[config.mk]
export PLATFORM = sky130hd
export DESIGN_NAME = fpslice_top
export DESIGN_NICKNAME = d
export VERILOG_FILES = /design/src/design/fpslice_pkg.sv /design/src/design/fp_sgnj_minmax.sv /design/src/design/fpslice_pipe.sv /design/src/design/fpslice_lane.sv /design/src/design/fpslice_result_pack.sv /design/src/design/fpslice_top.sv
export VERILOG_INCLUDE_DIRS = /design/src /design/src/design
export SDC_FILE = /design/constraint.sdc
export NUM_CORES = 1
export LEC_CHECK = 0
export BUFFER_PORTS_ARGS = -buffer_cell sky130_fd_sc_hd__clkbuf_2
export CORE_MARGIN = 1
export CORE_UTILIZATION = 30
export CTS_BUF_LIST = sky130_fd_sc_hd__clkbuf_4
export CTS_CLUSTER_SIZE = 14
export DETAILED_ROUTE_END_ITERATION = 10
export GPL_ROUTABILITY_DRIVEN = 1
export GPL_TIMING_DRIVEN = 0
export PLACE_DENSITY = 0.49
export SLEW_MARGIN = 20
export SYNTH_ARGS = -nofsm -noshare
export SYNTH_HDL_FRONTEND = slang
export SYNTH_SLANG_ARGS = --single-unit
[constraint.sdc]
create_clock -name clk_i -period 6.9 [get_ports clk_i]
set_clock_uncertainty 0.15 [all_clocks]
set_input_delay 0.69 -clock clk_i [delete_from_list [all_inputs] [get_ports clk_i]]
set_output_delay 0.69 -clock clk_i [all_outputs]
set_load 0.005 [all_outputs]
[src/design/fpslice_params.svh]
`ifndef FPSLICE_PARAMS_SVH
`define FPSLICE_PARAMS_SVH

// ---------------------------------------------------------------------------
// Slice dimensions
// ---------------------------------------------------------------------------

// Datapath width of the slice, one FP32 value
`define FPSLICE_WIDTH 32

// Number of SIMD lanes, set by the narrowest format (FP8)
`define FPSLICE_NUM_LANES 4

// Width of the tag carried beside each operation
`define FPSLICE_TAG_WIDTH 4

// ---------------------------------------------------------------------------
// Pipeline
// ---------------------------------------------------------------------------

// Register stages per lane, which is also the input to output latency
`define FPSLICE_PIPE_REGS 2

`endif

[src/design/fpslice_pkg.sv]
`include "fpslice_params.svh"

package fpslice_pkg;

  localparam int unsigned NUM_FP_FORMATS = 3;

  typedef enum logic [1:0] {
    FP32 = 2'd0,
    FP16 = 2'd1,
    FP8  = 2'd2
  } fp_format_e;

  // One bit per fp_format_e value
  typedef logic [NUM_FP_FORMATS-1:0] fmt_mask_t;

  typedef enum logic [2:0] {
    OP_SGNJ  = 3'd0,
    OP_SGNJN = 3'd1,
    OP_SGNJX = 3'd2,
    OP_MIN   = 3'd3,
    OP_MAX   = 3'd4
  } operation_e;

  typedef struct packed {
    logic nv; // Invalid operation
    logic dz; // Divide by zero
    logic of; // Overflow
    logic uf; // Underflow
    logic nx; // Inexact
  } status_t;

  // Input bundle of the slice
  typedef struct packed {
    logic [`FPSLICE_WIDTH-1:0]     op_a;
    logic [`FPSLICE_WIDTH-1:0]     op_b;
    operation_e                    op;
    fp_format_e                    fmt;
    logic                          vectorial;
    logic [`FPSLICE_NUM_LANES-1:0] mask;
    logic [`FPSLICE_TAG_WIDTH-1:0] tag;
  } slice_req_t;

  typedef struct packed {
    logic [`FPSLICE_WIDTH-1:0] result; // Zero-extended above the lane width
    status_t                   status;
  } lane_out_t;

  // Per-operation info that travels beside lane 0
  typedef struct packed {
    fp_format_e                    fmt;
    logic                          vectorial;
    logic [`FPSLICE_NUM_LANES-1:0] mask;
    logic [`FPSLICE_TAG_WIDTH-1:0] tag;
  } sideband_t;

  function automatic int unsigned fp_width(fp_format_e fmt);
    case (fmt)
      FP16:    return 16;
      FP8:     return 8;
      default: return 32;
    endcase
  endfunction

  function automatic int unsigned exp_bits(fp_format_e fmt);
    case (fmt)
      FP16, FP8: return 5;
      default:   return 8;
    endcase
  endfunction

  function automatic int unsigned man_bits(fp_format_e fmt);
    case (fmt)
      FP16:    return 10;
      FP8:     return 2;
      default: return 23;
    endcase
  endfunction

  // Formats whose segment for this lane index still fits in the datapath
  function automatic fmt_mask_t lane_formats(int unsigned lane);
    fmt_mask_t served;
    for (int unsigned f = 0; f < NUM_FP_FORMATS; f++) begin
      served[f] = ((lane + 1) * fp_width(fp_format_e'(f))) <= `FPSLICE_WIDTH;
    end
    return served;
  endfunction

  function automatic int unsigned max_fp_width(fmt_mask_t formats);
    int unsigned width;
    width = 0;
    for (int unsigned f = 0; f < NUM_FP_FORMATS; f++) begin
      if (formats[f] && fp_width(fp_format_e'(f)) > width) begin
        width = fp_width(fp_format_e'(f));
      end
    end
    return width;
  endfunction

  // Lowest-index format present in the mask
  function automatic fp_format_e first_format(fmt_mask_t formats);
    fp_format_e fmt;
    fmt = FP32;
    for (int f = NUM_FP_FORMATS - 1; f >= 0; f--) begin
      if (formats[f]) begin
        fmt = fp_format_e'(f);
      end
    end
    return fmt;
  endfunction

endpackage

[src/design/fp_sgnj_minmax.sv]
module fp_sgnj_minmax import fpslice_pkg::*; #(
  parameter int unsigned LaneWidth   = 32,
  parameter fmt_mask_t   LaneFormats = '1
) (
  input  logic [LaneWidth-1:0] a_i,
  input  logic [LaneWidth-1:0] b_i,
  input  operation_e           op_i,
  input  fp_format_e           fmt_i,
  output logic [LaneWidth-1:0] result_o,
  output status_t              status_o
);

  logic [LaneWidth-1:0]      fmt_result [NUM_FP_FORMATS];
  logic [NUM_FP_FORMATS-1:0] fmt_nv;

  // ---------------------------------------------------------------------------
  // One datapath per format the lane serves
  // ---------------------------------------------------------------------------
  for (genvar f = 0; f < NUM_FP_FORMATS; f++) begin : gen_fmt
    localparam fp_format_e  FMT = fp_format_e'(f);
    localparam int unsigned FW  = fp_width(FMT);
    localparam int unsigned EB  = exp_bits(FMT);
    localparam int unsigned MB  = man_bits(FMT);

    if (LaneFormats[f] && (FW <= LaneWidth)) begin : gen_active
      logic [FW-1:0] a;
      logic [FW-1:0] b;
      logic [FW-1:0] res;
      logic [FW-1:0] qnan;
      logic          a_nan;
      logic          b_nan;
      logic          a_snan;
      logic          b_snan;
      logic          a_lt_b;

      assign a    = a_i[FW-1:0]; // Upper bits belong to other lanes
      assign b    = b_i[FW-1:0];
      assign qnan = {1'b0, {EB{1'b1}}, 1'b1, {(MB-1){1'b0}}};

      // All-ones exponent with a nonzero mantissa
      assign a_nan  = (&a[FW-2 -: EB]) && (|a[MB-1:0]);
      assign b_nan  = (&b[FW-2 -: EB]) && (|b[MB-1:0]);
      assign a_snan = a_nan && !a[MB-1]; // Quiet bit is the mantissa MSB
      assign b_snan = b_nan && !b[MB-1];

      // Sign-magnitude ordering where -0 counts below +0
      always_comb begin : order
        if (a[FW-1] != b[FW-1]) begin
          a_lt_b = a[FW-1];
        end else if (a[FW-1]) begin
          a_lt_b = a[FW-2:0] > b[FW-2:0]; // Both negative
        end else begin
          a_lt_b = a[FW-2:0] < b[FW-2:0];
        end
      end

      always_comb begin : op_sel
        res = a;
        unique case (op_i)
          OP_SGNJ:  res = {b[FW-1], a[FW-2:0]};
          OP_SGNJN: res = {~b[FW-1], a[FW-2:0]};
          OP_SGNJX: res = {a[FW-1] ^ b[FW-1], a[FW-2:0]};
          OP_MIN, OP_MAX: begin
            if (a_nan && b_nan) begin
              res = qnan;
            end else if (a_nan) begin
              res = b;
            end else if (b_nan) begin
              res = a;
            end else begin
              res = ((op_i == OP_MIN) == a_lt_b) ? a : b;
            end
          end
          default: res = a;
        endcase
      end

      assign fmt_result[f] = LaneWidth'(res);
      assign fmt_nv[f]     = ((op_i == OP_MIN) || (op_i == OP_MAX)) && (a_snan || b_snan);
    end else begin : gen_unused
      assign fmt_result[f] = '0;
      assign fmt_nv[f]     = 1'b0;
    end
  end

  always_comb begin : out_sel
    result_o = '0;
    status_o = '0; // Only nv can be raised here
    if (int'(fmt_i) < NUM_FP_FORMATS) begin
      result_o    = fmt_result[fmt_i];
      status_o.nv = fmt_nv[fmt_i];
    end
  end

endmodule

[src/design/fpslice_pipe.sv]
module fpslice_pipe #(
  parameter type         payload_t = logic,
  parameter int unsigned NumRegs   = 2
) (
  input  logic     clk_i,
  input  logic     rst_i,
  input  logic     flush_i,
  input  logic     in_valid_i,
  output logic     in_ready_o,
  input  payload_t data_i,
  output logic     out_valid_o,
  input  logic     out_ready_i,
  output payload_t data_o,
  output logic     busy_o
);

  // Index i is the view after i register stages
  payload_t           stage_data [0:NumRegs];
  logic [0:NumRegs]   stage_valid;
  logic [0:NumRegs]   stage_ready;

  assign stage_data[0]  = data_i;
  assign stage_valid[0] = in_valid_i;

  for (genvar i = 0; i < NumRegs; i++) begin : gen_stage
    payload_t data_q;
    logic     valid_q;

    // Advance when the next stage moves on or only holds a bubble
    assign stage_ready[i] = stage_ready[i+1] | ~stage_valid[i+1];

    always_ff @(posedge clk_i) begin
      if (rst_i || flush_i) begin
        valid_q <= 1'b0;
      end else if (stage_ready[i]) begin
        valid_q <= stage_valid[i];
      end
    end

    always_ff @(posedge clk_i) begin
      if (stage_ready[i] && stage_valid[i]) begin
        data_q <= stage_data[i];
      end
    end

    assign stage_data[i+1]  = data_q;
    assign stage_valid[i+1] = valid_q;
  end

  assign stage_ready[NumRegs] = out_ready_i; // Driven from downstream

  assign in_ready_o  = stage_ready[0];
  assign out_valid_o = stage_valid[NumRegs];
  assign data_o      = stage_data[NumRegs];

  always_comb begin : busy_or
    busy_o = 1'b0;
    for (int i = 1; i <= NumRegs; i++) begin
      busy_o = busy_o | stage_valid[i];
    end
  end

  // A stalled head stays put until taken or flushed
  a_head_holds: assert property (@(posedge clk_i) disable iff (rst_i)
    out_valid_o && !out_ready_i && !flush_i |=> out_valid_o && $stable(data_o));

endmodule

[src/design/fpslice_lane.sv]
`include "fpslice_params.svh"

module fpslice_lane import fpslice_pkg::*; #(
  parameter int unsigned LaneIndex   = 0,
  parameter int unsigned LaneWidth   = 32,
  parameter fmt_mask_t   LaneFormats = '1
) (
  input  logic       clk_i,
  input  logic       rst_i,
  input  logic       flush_i,
  input  slice_req_t req_i,
  input  logic       in_valid_i,
  output logic       in_ready_o,
  output logic       out_valid_o,
  input  logic       out_ready_i,
  output lane_out_t  lane_o,
  output logic       busy_o
);

  localparam fp_format_e FALLBACK_FMT = first_format(LaneFormats);

  logic [`FPSLICE_WIDTH-1:0] a_shifted;
  logic [`FPSLICE_WIDTH-1:0] b_shifted;
  fp_format_e                unit_fmt;
  logic [LaneWidth-1:0]      unit_result;
  status_t                   unit_status;
  lane_out_t                 lane_d;

  // Move this lane's segment down to bit 0
  assign a_shifted = req_i.op_a >> (LaneIndex * fp_width(req_i.fmt));
  assign b_shifted = req_i.op_b >> (LaneIndex * fp_width(req_i.fmt));

  // Keep the unit in range for formats that never arrive with a valid
  assign unit_fmt = LaneFormats[req_i.fmt] ? req_i.fmt : FALLBACK_FMT;

  fp_sgnj_minmax #(
    .LaneWidth   (LaneWidth),
    .LaneFormats (LaneFormats)
  ) u_sgnj_minmax (
    .a_i      (a_shifted[LaneWidth-1:0]),
    .b_i      (b_shifted[LaneWidth-1:0]),
    .op_i     (req_i.op),
    .fmt_i    (unit_fmt),
    .result_o (unit_result),
    .status_o (unit_status)
  );

  always_comb begin : pack_lane
    lane_d                          = '0;
    lane_d.result[LaneWidth-1:0]    = unit_result;
    lane_d.status                   = unit_status;
  end

  fpslice_pipe #(
    .payload_t (lane_out_t),
    .NumRegs   (`FPSLICE_PIPE_REGS)
  ) u_pipe (
    .clk_i       (clk_i),
    .rst_i       (rst_i),
    .flush_i     (flush_i),
    .in_valid_i  (in_valid_i),
    .in_ready_o  (in_ready_o),
    .data_i      (lane_d),
    .out_valid_o (out_valid_o),
    .out_ready_i (out_ready_i),
    .data_o      (lane_o),
    .busy_o      (busy_o)
  );

  // A valid operation must come in a format this lane was built for
  a_fmt_served: assert property (@(posedge clk_i) disable iff (rst_i)
    in_valid_i |-> LaneFormats[req_i.fmt]);

endmodule

[src/design/fpslice_result_pack.sv]
`include "fpslice_params.svh"

module fpslice_result_pack import fpslice_pkg::*; (
  input  lane_out_t [`FPSLICE_NUM_LANES-1:0] lanes_i,
  input  logic [`FPSLICE_NUM_LANES-1:0]      lane_valid_i,
  input  fp_format_e                         fmt_i,
  input  logic [`FPSLICE_NUM_LANES-1:0]      mask_i,
  output logic [`FPSLICE_WIDTH-1:0]          result_o,
  output status_t                            status_o
);

  localparam int unsigned WIDTH     = `FPSLICE_WIDTH;
  localparam int unsigned NUM_LANES = `FPSLICE_NUM_LANES;

  logic [WIDTH-1:0] fmt_result [NUM_FP_FORMATS];

  // ---------------------------------------------------------------------------
  // Result assembly per format
  // ---------------------------------------------------------------------------
  for (genvar f = 0; f < NUM_FP_FORMATS; f++) begin : gen_fmt
    localparam int unsigned FW      = fp_width(fp_format_e'(f));
    localparam int unsigned NUM_SEG = (WIDTH / FW < NUM_LANES) ? WIDTH / FW : NUM_LANES;

    for (genvar s = 0; s < NUM_SEG; s++) begin : gen_seg
      // Idle lanes are NaN-boxed
      assign fmt_result[f][s*FW +: FW] = lane_valid_i[s] ? lanes_i[s].result[FW-1:0] : '1;
    end

    if (NUM_SEG * FW < WIDTH) begin : gen_box
      assign fmt_result[f][WIDTH-1:NUM_SEG*FW] = '1;
    end
  end

  assign result_o = (int'(fmt_i) < NUM_FP_FORMATS) ? fmt_result[fmt_i] : '1;

  // Only lanes that ran and are enabled by the mask raise flags
  always_comb begin : status_collapse
    status_o = '0;
    for (int l = 0; l < NUM_LANES; l++) begin
      if (lane_valid_i[l] && mask_i[l]) begin
        status_o = status_o | lanes_i[l].status;
      end
    end
  end

endmodule

[src/design/fpslice_top.sv]
`include "fpslice_params.svh"

module fpslice_top import fpslice_pkg::*; (
  input  logic                          clk_i,
  input  logic                          rst_i,
  input  logic                          flush_i,
  input  slice_req_t                    req_i,
  input  logic                          in_valid_i,
  output logic                          in_ready_o,
  output logic [`FPSLICE_WIDTH-1:0]     result_o,
  output status_t                       status_o,
  output logic [`FPSLICE_TAG_WIDTH-1:0] tag_o,
  output logic                          out_valid_o,
  input  logic                          out_ready_i,
  output logic                          busy_o
);

  localparam int unsigned NUM_LANES = `FPSLICE_NUM_LANES;

  logic [NUM_LANES-1:0]      lane_in_valid;
  logic [NUM_LANES-1:0]      lane_in_ready;
  logic [NUM_LANES-1:0]      lane_out_valid;
  logic [NUM_LANES-1:0]      lane_out_ready;
  logic [NUM_LANES-1:0]      lane_used;   // Lane takes part in the head operation
  logic [NUM_LANES-1:0]      lane_active; // Lane result belongs to the head
  logic [NUM_LANES-1:0]      lane_busy;
  lane_out_t [NUM_LANES-1:0] lane_out;

  sideband_t sb_in;
  sideband_t sb_out;
  logic      sb_in_ready;
  logic      sb_busy;

  // ---------------------------------------------------------------------------
  // Lanes
  // ---------------------------------------------------------------------------
  for (genvar l = 0; l < NUM_LANES; l++) begin : gen_lanes
    localparam fmt_mask_t   LANE_FORMATS = lane_formats(l);
    localparam int unsigned LANE_WIDTH   = max_fp_width(LANE_FORMATS);

    // Upper lanes only run vectorial operations in a format they can hold, and only
    // on the edge where lane 0 takes the operation as well
    assign lane_in_valid[l] = in_valid_i &
                              ((l == 0) |
                               (lane_in_ready[0] & req_i.vectorial & LANE_FORMATS[req_i.fmt]));

    // An upper lane only carries a subset of the items, so it is popped only when
    // the head operation actually used it
    assign lane_used[l]      = (l == 0) | (sb_out.vectorial & LANE_FORMATS[sb_out.fmt]);
    assign lane_out_ready[l] = out_ready_i & lane_used[l];
    assign lane_active[l]    = lane_out_valid[l] & lane_used[l];

    fpslice_lane #(
      .LaneIndex   (l),
      .LaneWidth   (LANE_WIDTH),
      .LaneFormats (LANE_FORMATS)
    ) u_lane (
      .clk_i       (clk_i),
      .rst_i       (rst_i),
      .flush_i     (flush_i),
      .req_i       (req_i),
      .in_valid_i  (lane_in_valid[l]),
      .in_ready_o  (lane_in_ready[l]),
      .out_valid_o (lane_out_valid[l]),
      .out_ready_i (lane_out_ready[l]),
      .lane_o      (lane_out[l]),
      .busy_o      (lane_busy[l])
    );
  end

  // ---------------------------------------------------------------------------
  // Sideband with the same handshake as lane 0
  // ---------------------------------------------------------------------------
  assign sb_in = '{
    fmt:       req_i.fmt,
    vectorial: req_i.vectorial,
    mask:      req_i.mask,
    tag:       req_i.tag
  };

  fpslice_pipe #(
    .payload_t (sideband_t),
    .NumRegs   (`FPSLICE_PIPE_REGS)
  ) u_sideband_pipe (
    .clk_i       (clk_i),
    .rst_i       (rst_i),
    .flush_i     (flush_i),
    .in_valid_i  (in_valid_i),
    .in_ready_o  (sb_in_ready),
    .data_i      (sb_in),
    .out_valid_o (out_valid_o),
    .out_ready_i (out_ready_i),
    .data_o      (sb_out),
    .busy_o      (sb_busy)
  );

  // ---------------------------------------------------------------------------
  // Output side
  // ---------------------------------------------------------------------------
  fpslice_result_pack u_result_pack (
    .lanes_i      (lane_out),
    .lane_valid_i (lane_active),
    .fmt_i        (sb_out.fmt),
    .mask_i       (sb_out.mask),
    .result_o     (result_o),
    .status_o     (status_o)
  );

  assign in_ready_o = lane_in_ready[0]; // Lane 0 sees every operation
  assign tag_o      = sb_out.tag;
  assign busy_o     = (|lane_busy) | sb_busy;

  // Sideband and lane 0 hold the same items, so they fill and drain together
  a_sideband_lockstep: assert property (@(posedge clk_i) disable iff (rst_i)
    lane_in_ready[0] == sb_in_ready);

  // Upper lanes never hold more than lane 0 and must not throttle the input
  a_upper_lanes_ready: assert property (@(posedge clk_i) disable iff (rst_i)
    lane_in_ready[0] |-> &lane_in_ready);

endmodule

## Yosys cells after proc, flatten, opt, wreduce, memory -nomap -nowiden

Index checks and enable logic that the tools add are counted.

- Logic and storage cells: 355
- Input bits: 83
- Output and inout bits: 44
- Register bits after elaboration: 168

- Reduce and logical (&&, ||, !) cells: 110
- Bitwise gates (word level): 59
- Multiplexer cells: 98
- Shift operators: 6
- $lt $le $gt $ge: 27
- Equality and inequality tests: 20
- Multiply operators: 1

Operators with widths:

| cell | count |
|---|---|
| two-way mux 32 bit | 10 |
| two-way mux 16 bit | 12 |
| two-way mux 8 bit | 24 |
| binary-select mux 32 bit (select 2 bit) | 2 |
| case mux 16 bit (4 select lines) | 2 |
| case mux 32 bit (4 select lines) | 1 |
| case mux 8 bit (4 select lines) | 4 |
| >> shifter 32 x 32 -> 16 bit | 2 |
| >> shifter 32 x 32 -> 8 bit | 2 |
| >> shifter 32 x 7 -> 8 bit | 2 |
| AND reduction 5 bit | 12 |
| logical AND 1 bit | 56 |
| OR reduction 23 bit | 2 |
| OR reduction 10 bit | 4 |
| binary-select mux 16 bit (select 2 bit) | 1 |
| binary-select mux 8 bit (select 2 bit) | 2 |
| multiplier 2 x 32 -> 32 bit (first input constant) | 1 |
| greater-than comparator 31 bit | 1 |
| less-than comparator 31 bit | 1 |
| greater-than comparator 15 bit | 2 |
| less-than comparator 15 bit | 2 |
| greater-than comparator 7 bit | 4 |
| less-than comparator 7 bit | 4 |
| two-way mux 1 bit | 23 |
| other kinds (26) | 145 |

## Logic depth before layout (Yosys ltp)

- Depth in word-level cells: 16
- Mapped depth: 21
- Mapped depth without buffers: 16

## Modules after synthesis

From an unflattened synthesis, not the netlist that was laid out.

- Cells, all modules: 1460
- Area, all modules: 17570.6 um^2

By module, submodules not included:

| module | seq. area each (um^2) | area each (um^2) | times used | cells an instance |
|---|---|---|---|---|
| fpslice_pipe at gen_lanes[0].u_lane.u_pipe ... | 2262.2 | 2342.2 | 4 | 85 |
| fp_sgnj_minmax at gen_lanes[0].u_lane.u_sgnj_minmax | 0.0 | 2438.6 | 1 | 403 |
| fp_sgnj_minmax at gen_lanes[2].u_lane.u_sgnj_minmax ... | 0.0 | 601.8 | 2 | 86 |
| fp_sgnj_minmax at gen_lanes[1].u_lane.u_sgnj_minmax | 0.0 | 1199.9 | 1 | 182 |
| fpslice_lane at gen_lanes[1].u_lane | 0.0 | 1133.6 | 1 | 137 |
| fpslice_pipe at u_sideband_pipe | 700.7 | 780.7 | 1 | 33 |
| fpslice_result_pack | 0.0 | 689.4 | 1 | 88 |
| fpslice_lane at gen_lanes[2].u_lane | 0.0 | 321.6 | 1 | 44 |
| fpslice_lane at gen_lanes[3].u_lane | 0.0 | 321.6 | 1 | 43 |
| fpslice_top | 0.0 | 97.6 | 1 | 16 |
| fpslice_lane at gen_lanes[0].u_lane | 0.0 | 15.0 | 1 | 2 |

## Worst setup path after synthesis

No wires, ideal clock.

- Path type: in2reg
- Start: in req_i[10] (netlist bit)
- End: reg gen_lanes[1].u_lane.u_pipe.gen_stage[0].data_q[5] (netlist bit) (data pin)
- Slack: 1.761 ns
- Setup time: 0.263 ns
- Stages on the path: 18
- Path buffers: 4
- Required time: 6.487 ns
- Data arrival time: 4.726 ns
- Path through: inv_1 -> ha_1 -> buf_6 -> buf_6 -> buf_2 -> buf_1 -> mux4_2 -> and2_0 -> ha_1 -> nand3b_1 -> a21oi_1 -> o32a_1 -> a311o_1 -> a41oi_4 -> xnor2_4 -> o21ai_1 -> a21oi_1 -> a2111o_1

- Cells in the longest elaborated chain, start to end: 15
- Elaborated cells between the ends (all ways): 49
- Classes of those cells: order compare (5); eq/ne (6); shift (2); mux (21); bitwise (1); reduce/logical (14)

Ends and longest elaborated chain:

| what | line | source |
|---|---|---|
| start: declaration | fpslice_top.sv:7 | `input slice_req_t req_i,` |
| == test 2 bit or == test 2 x 1 -> 1 bit (tied branches) | fpslice_pkg.sv:57 | `case (fmt)` |
| case mux 6 bit (2 select lines) | fpslice_pkg.sv:57 |  |
| >> shifter 32 x 32 -> 16 bit (on tied branches) | fpslice_lane.sv:30, fpslice_lane.sv:31 |  |
| less-than comparator 15 bit (tied with other cells) | fp_sgnj_minmax.sv:53 | `a_lt_b = a[FW-2:0] < b[FW-2:0];` |
| two-way mux 1 bit | fp_sgnj_minmax.sv:50 | `end else if (a[FW-1]) begin` |
| two-way mux 1 bit | fp_sgnj_minmax.sv:48 | `if (a[FW-1] != b[FW-1]) begin` |
| == test 1 bit | fp_sgnj_minmax.sv:71 | `res = ((op_i == OP_MIN) == a_lt_b) ? a : b;` |
| two-way mux 16 bit or two-way mux 8 bit (tied branches) | fp_sgnj_minmax.sv:71 |  |
| two-way mux 16 bit or two-way mux 8 bit (tied branches) | fp_sgnj_minmax.sv:68 | `end else if (b_nan) begin` |
| two-way mux 16 bit or two-way mux 8 bit (tied branches) | fp_sgnj_minmax.sv:66 | `end else if (a_nan) begin` |
| two-way mux 16 bit or two-way mux 8 bit (tied branches) | fp_sgnj_minmax.sv:64 | `if (a_nan && b_nan) begin` |
| case mux 16 bit (4 select lines) or case mux 8 bit (4 select lines) (tied branches) | fp_sgnj_minmax.sv:59 | `unique case (op_i)` |
| binary-select mux 16 bit (select 2 bit) | fp_sgnj_minmax.sv:90 | `result_o = fmt_result[fmt_i];` |
| two-way mux 16 bit (not written as such) (2 in series) | fp_sgnj_minmax.sv:90 |  |
| end signal: assignment | fpslice_pipe.sv:42 | `data_q <= stage_data[i];` |
| end: declaration | fpslice_pipe.sv:26 | `payload_t data_q;` |

Several ways; a longest one is shown, not always the timed one. The select of a mux whose other input is x is not followed.
A chain may end at the register's enable or synchronous reset.

## Worst setup path after layout

Ends and elaborated chain as after synthesis.

==> metrics.md <==
| Metric | Value |
|---|---|
| Status | finished, final reports clean |
| Seq pwr share | 0.466 |
| Nets | 1606 |
| Synth unique cells | 86 |
| Largest family of logic cells by synthesized area | compound AO/OA/AOI/OAI gates |
| Pleak | 0.00512 uW |
| Max IR drop VDD | 0.0873 mV |
| Post-route DRC | 0 |
| Vias in the first global route | 11000 |
| Layout cells sized above 1 | 0.159 |
| Setup violators final | 0 |
| CTS tree | built |
| Sw frac | 0.334 |
| Simple-Gate Fraction of Synth Area | 0.194 |
| Final slew viol count | 0 |
| CORE AREA | 0.0399 mm^2 |
| Measured slew at the worst slew-check pin | 1040 ps |
| GP Congestion | 1.02 |
| Vert. Die Dim | 204 um |
| Initial antenna violation count | 4 |
| CTS root buf | clkbuf_4 |
| TNS Setup | 0 ps |
| Htree depth | 4 |
| Setup crit end kind | flip-flop |
| Int Power | 1680 uW |
| Post-synth EDFFs | 158 |
| Period Utilization, post-route | 0.889 |
| CTS Buffer Depth | 2 |
| Total iterations of the first detailed-routing run | 6 |
| CP arrival | 6270 ps |
| # hold bufs at CTS | 0 |
| Max Clock Freq | 0.163 GHz |
| YS warnings | 0 |
| Largest net degree at the start of global routing | 30 |
| # clock sinks | 168 |
| Met1 WL | 22000 um |
| Die Wd | 204 um |
| Filler cell count | 4204 |
| # rows | 73 |
| Die ar. | 0.0415 mm^2 |
| Post-synth ARST share | 0 |
| Routed via count | 11500 |
| IO buf count | 119 |
| Mux contribution to synthesized area | 0.0647 |
| Initial Util | 0.306 |
| Post-DP HPWL | 39400 um |
| Compound-Gate Fraction of Synth Area | 0.209 |
| 1st-iter DRT viols | 1207 |
| WL/cell | 24.7 um |
| IO Pins | 127 |
| Post-synthesis xor/xnor area fraction | 0.00728 |
| Top Layer Used | met5 |
| Worst rel slew slack | 0.302 |
| Total global-route track usage | 0.236 |
| Worst Hold Class | in2reg |
| Final worst path period need | 6130 ps |
| Critical Path Start Type | input pin |
| Clock power frac | 0.239 |
| DRT Wirelength | 49300 um |
| Adder-cell share of the synthesized area | 0.0656 |
| Clk_lat worst skew | 560 ps |
| Required time worst endpoint | 7040 ps |
| Area grow syn2layout | 13.6% |
| GRT overflow | 0 |
| Kind of critical path | in2reg |
| NetSw | 844 uW |
| Post-Syn Area | 0.0122 mm^2 |
| Max Cap Viol | 0 |
| Vias per Instance | 5.75 |
| Critical Path Fanout Max | 10 |
| First-pass GRT wire length | 71000 um |
| Unrepaired setup endpoints after global routing | no |
| Post-synthesis cell count | 1314 |
| Final count of hold timing violations | 0 |
| Seq/Total Area, Yosys | 0.405 |
| Non-filler instance count after layout | 1998 |
| Post-CTS Setup Repair Bufs | 0 |
| WL met3 | 3990 um |
| Post-route ant nets | 0 |
| Met2 WL | 21100 um |
| Placed Cells | 1965 |
| Combinational share of power | 0.295 |
| Reg clk slew, reported paths | 150 ps |
| Resized Gates After CTS | 0 |
| Seq cells post-synth | 168 |
| Core Util, Final | 0.347 |
| Ys flop type | edfxtp_1 |
| Syn_area_per_cell | 9.28 um^2 |
| Pwr dens | 182 mW/mm^2 |
| CTS buffer count | 17 |
-- state kept, by name (all words and copies together), names as in the netlist --
| register | count |
|---|---|
| gen_lanes.u_lane.u_pipe.data_o | 68 |
| gen_lanes.u_lane.u_pipe.gen_stage.data_q | 68 |
| gen_lanes.u_lane.u_pipe.gen_stage.valid_q | 4 |
| gen_lanes.u_lane.u_pipe.out_valid_o | 4 |
| u_sideband_pipe.data_o | 11 |
| u_sideband_pipe.gen_stage.data_q | 11 |
| u_sideband_pipe.gen_stage.valid_q | 1 |
| u_sideband_pipe.out_valid_o | 1 |
-- logic make-up (layout without fill, tap and decap cells) --
group,Yosys count,count (layout)
buf+inv,153,308
fa+ha+maj,64,64
other cells,1,5
flops,168,168
compound gates,365,365
simple gates,490,490
xor+xnor,8,8
mux,65,65
-- metal layers --
metal	vias up	GRT usage
met5	-	0
met4	2	0.108
met3	135	0.0427
met2	590	0.360
met1	5511	0.322
li1	5249	-
-- through the flow --
stage	total power, uW	cell area (um^2)	worst slack [ps]	hold WS (ps)
floorplan	1650	12200	1760	250
global placement	1920	13500	425	252
detailed placement	1920	13500	479	255
CTS	2530	13900	1090	101
global route	2630	13900	757	91.5
finish	2530	13900	768	144
-- synthesized netlist by cell type (all sizes together) (6+ instances only) --
cell type / number / area, um^2
nor2: 178 / 668
edfxtp: 158 / 4740
nand2: 99 / 372
o21ai: 82 / 410
a21oi: 69 / 345
inv: 68 / 255
ha: 64 / 801
clkbuf: 55 / 206
mux2i: 44 / 440
nand3: 34 / 170
buf: 29 / 193
nor3: 26 / 130
nand4: 25 / 156
a211oi: 23 / 185
a21o: 19 / 143
a22oi: 19 / 143
nor2b: 19 / 119
a31oi: 18 / 128
nand2b: 18 / 113
and2: 17 / 106
nor4: 14 / 87.6
and3: 12 / 75.1
o22ai: 12 / 75.1
a22o: 11 / 96.3
mux2: 11 / 124
o221ai: 11 / 103
dfxtp: 10 / 200
mux4: 10 / 225
o21a: 10 / 75.1
or2: 10 / 65.1
and4: 9 / 78.8
o32ai: 9 / 78.8
a21boi: 8 / 60.1
or3: 8 / 50.1
xnor2: 8 / 88.8
a221o: 7 / 70.1
a211o: 6 / 52.6
-- placed cells by master, fill, tap and decap left out, types with 11 or more instances in the layout --
cell      netlist  final
nand2b_1       18     18
o22ai_1        12     12
and2_1         16     15
clkbuf_1       55     55
nor2b_1        19     16
inv_1          68     68
o21ai_0        77     77
nor4_1         14     14
nand4_1        25     25
mux2_2         11     11
a31oi_1        17     17
a21oi_1        69     69
buf_4          13     13
a21o_1         19     19
a211oi_1       22     22
edfxtp_1      158    158
nor3_1         26     26
ha_1           64     64
mux2i_1        44     44
and3_1         12     12
nand2_1        99     99
a22oi_1        19     19
a22o_1         11     11
nor2_1        178    178
clkbuf_2        0    119
nand3_1        34     34
clkbuf_4        0     19
-- path summary, 6_finish.rpt --
| path | slack [ps] | start | depth (start not counted) | end |
|---|---|---|---|---|
| worst max-delay path | 770 | req_i[10] | 21 | flip-flop |
| worst min-delay path | 140 | req_i[5] | 1 | u_sideband_pipe.gen_stage[0].data_q[5]$_DFFE_PP_ |
| worst max register to register | 3440 | u_sideband_pipe.data_o[9]$_DFFE_PP_ | 8 | flip-flop |
| worst min register to register | 260 | flip-flop | 0 | gen_lanes[0].u_lane.u_pipe.data_o[21]$_DFFE_PP_ |
-- power groups by stage --
stage | Sequential, uW | Combinational [uW] | Clock [uW]
floorplan | 1200 | 453 | 0
global placement | 1200 | 715 | 0
detailed placement | 1200 | 721 | 0
CTS | 1180 | 724 | 624
global route | 1180 | 794 | 658
finish | 1180 | 746 | 604
-- worst max-delay path: stages --
cell and delay, ps:
clkbuf_2 160, inv_1 110, ha_1 160, buf_6 170, buf_6 170, buf_2 270, buf_1 490, nand2_1 110
o211a_1 160, a211oi_1 740, inv_1 210, ha_1 370, nand3b_1 90, a21oi_1 100, o32a_1 410, a311o_1 400
a41oi_4 250, xnor2_4 150, o21ai_1 310, a21oi_1 220, a2111o_1 500
-- final cells by class --
cell class / instances / area (um^2) / area share
sequential: 168 / 4940 / 0.357
clock buffer: 19 / 143 / 0.0103
timing repair buffer: 123 / 658 / 0.0475
antenna: 1 / 2.50 / 0.000181
clock inverter: 13 / 170 / 0.0123
buffer: 84 / 399 / 0.0288
tap: 525 / 657 / 0.0474
multi-input combinational: 996 / 6630 / 0.478
inverter: 69 / 259 / 0.0187
No activity file was read; power rests on OpenSTA's default activity.
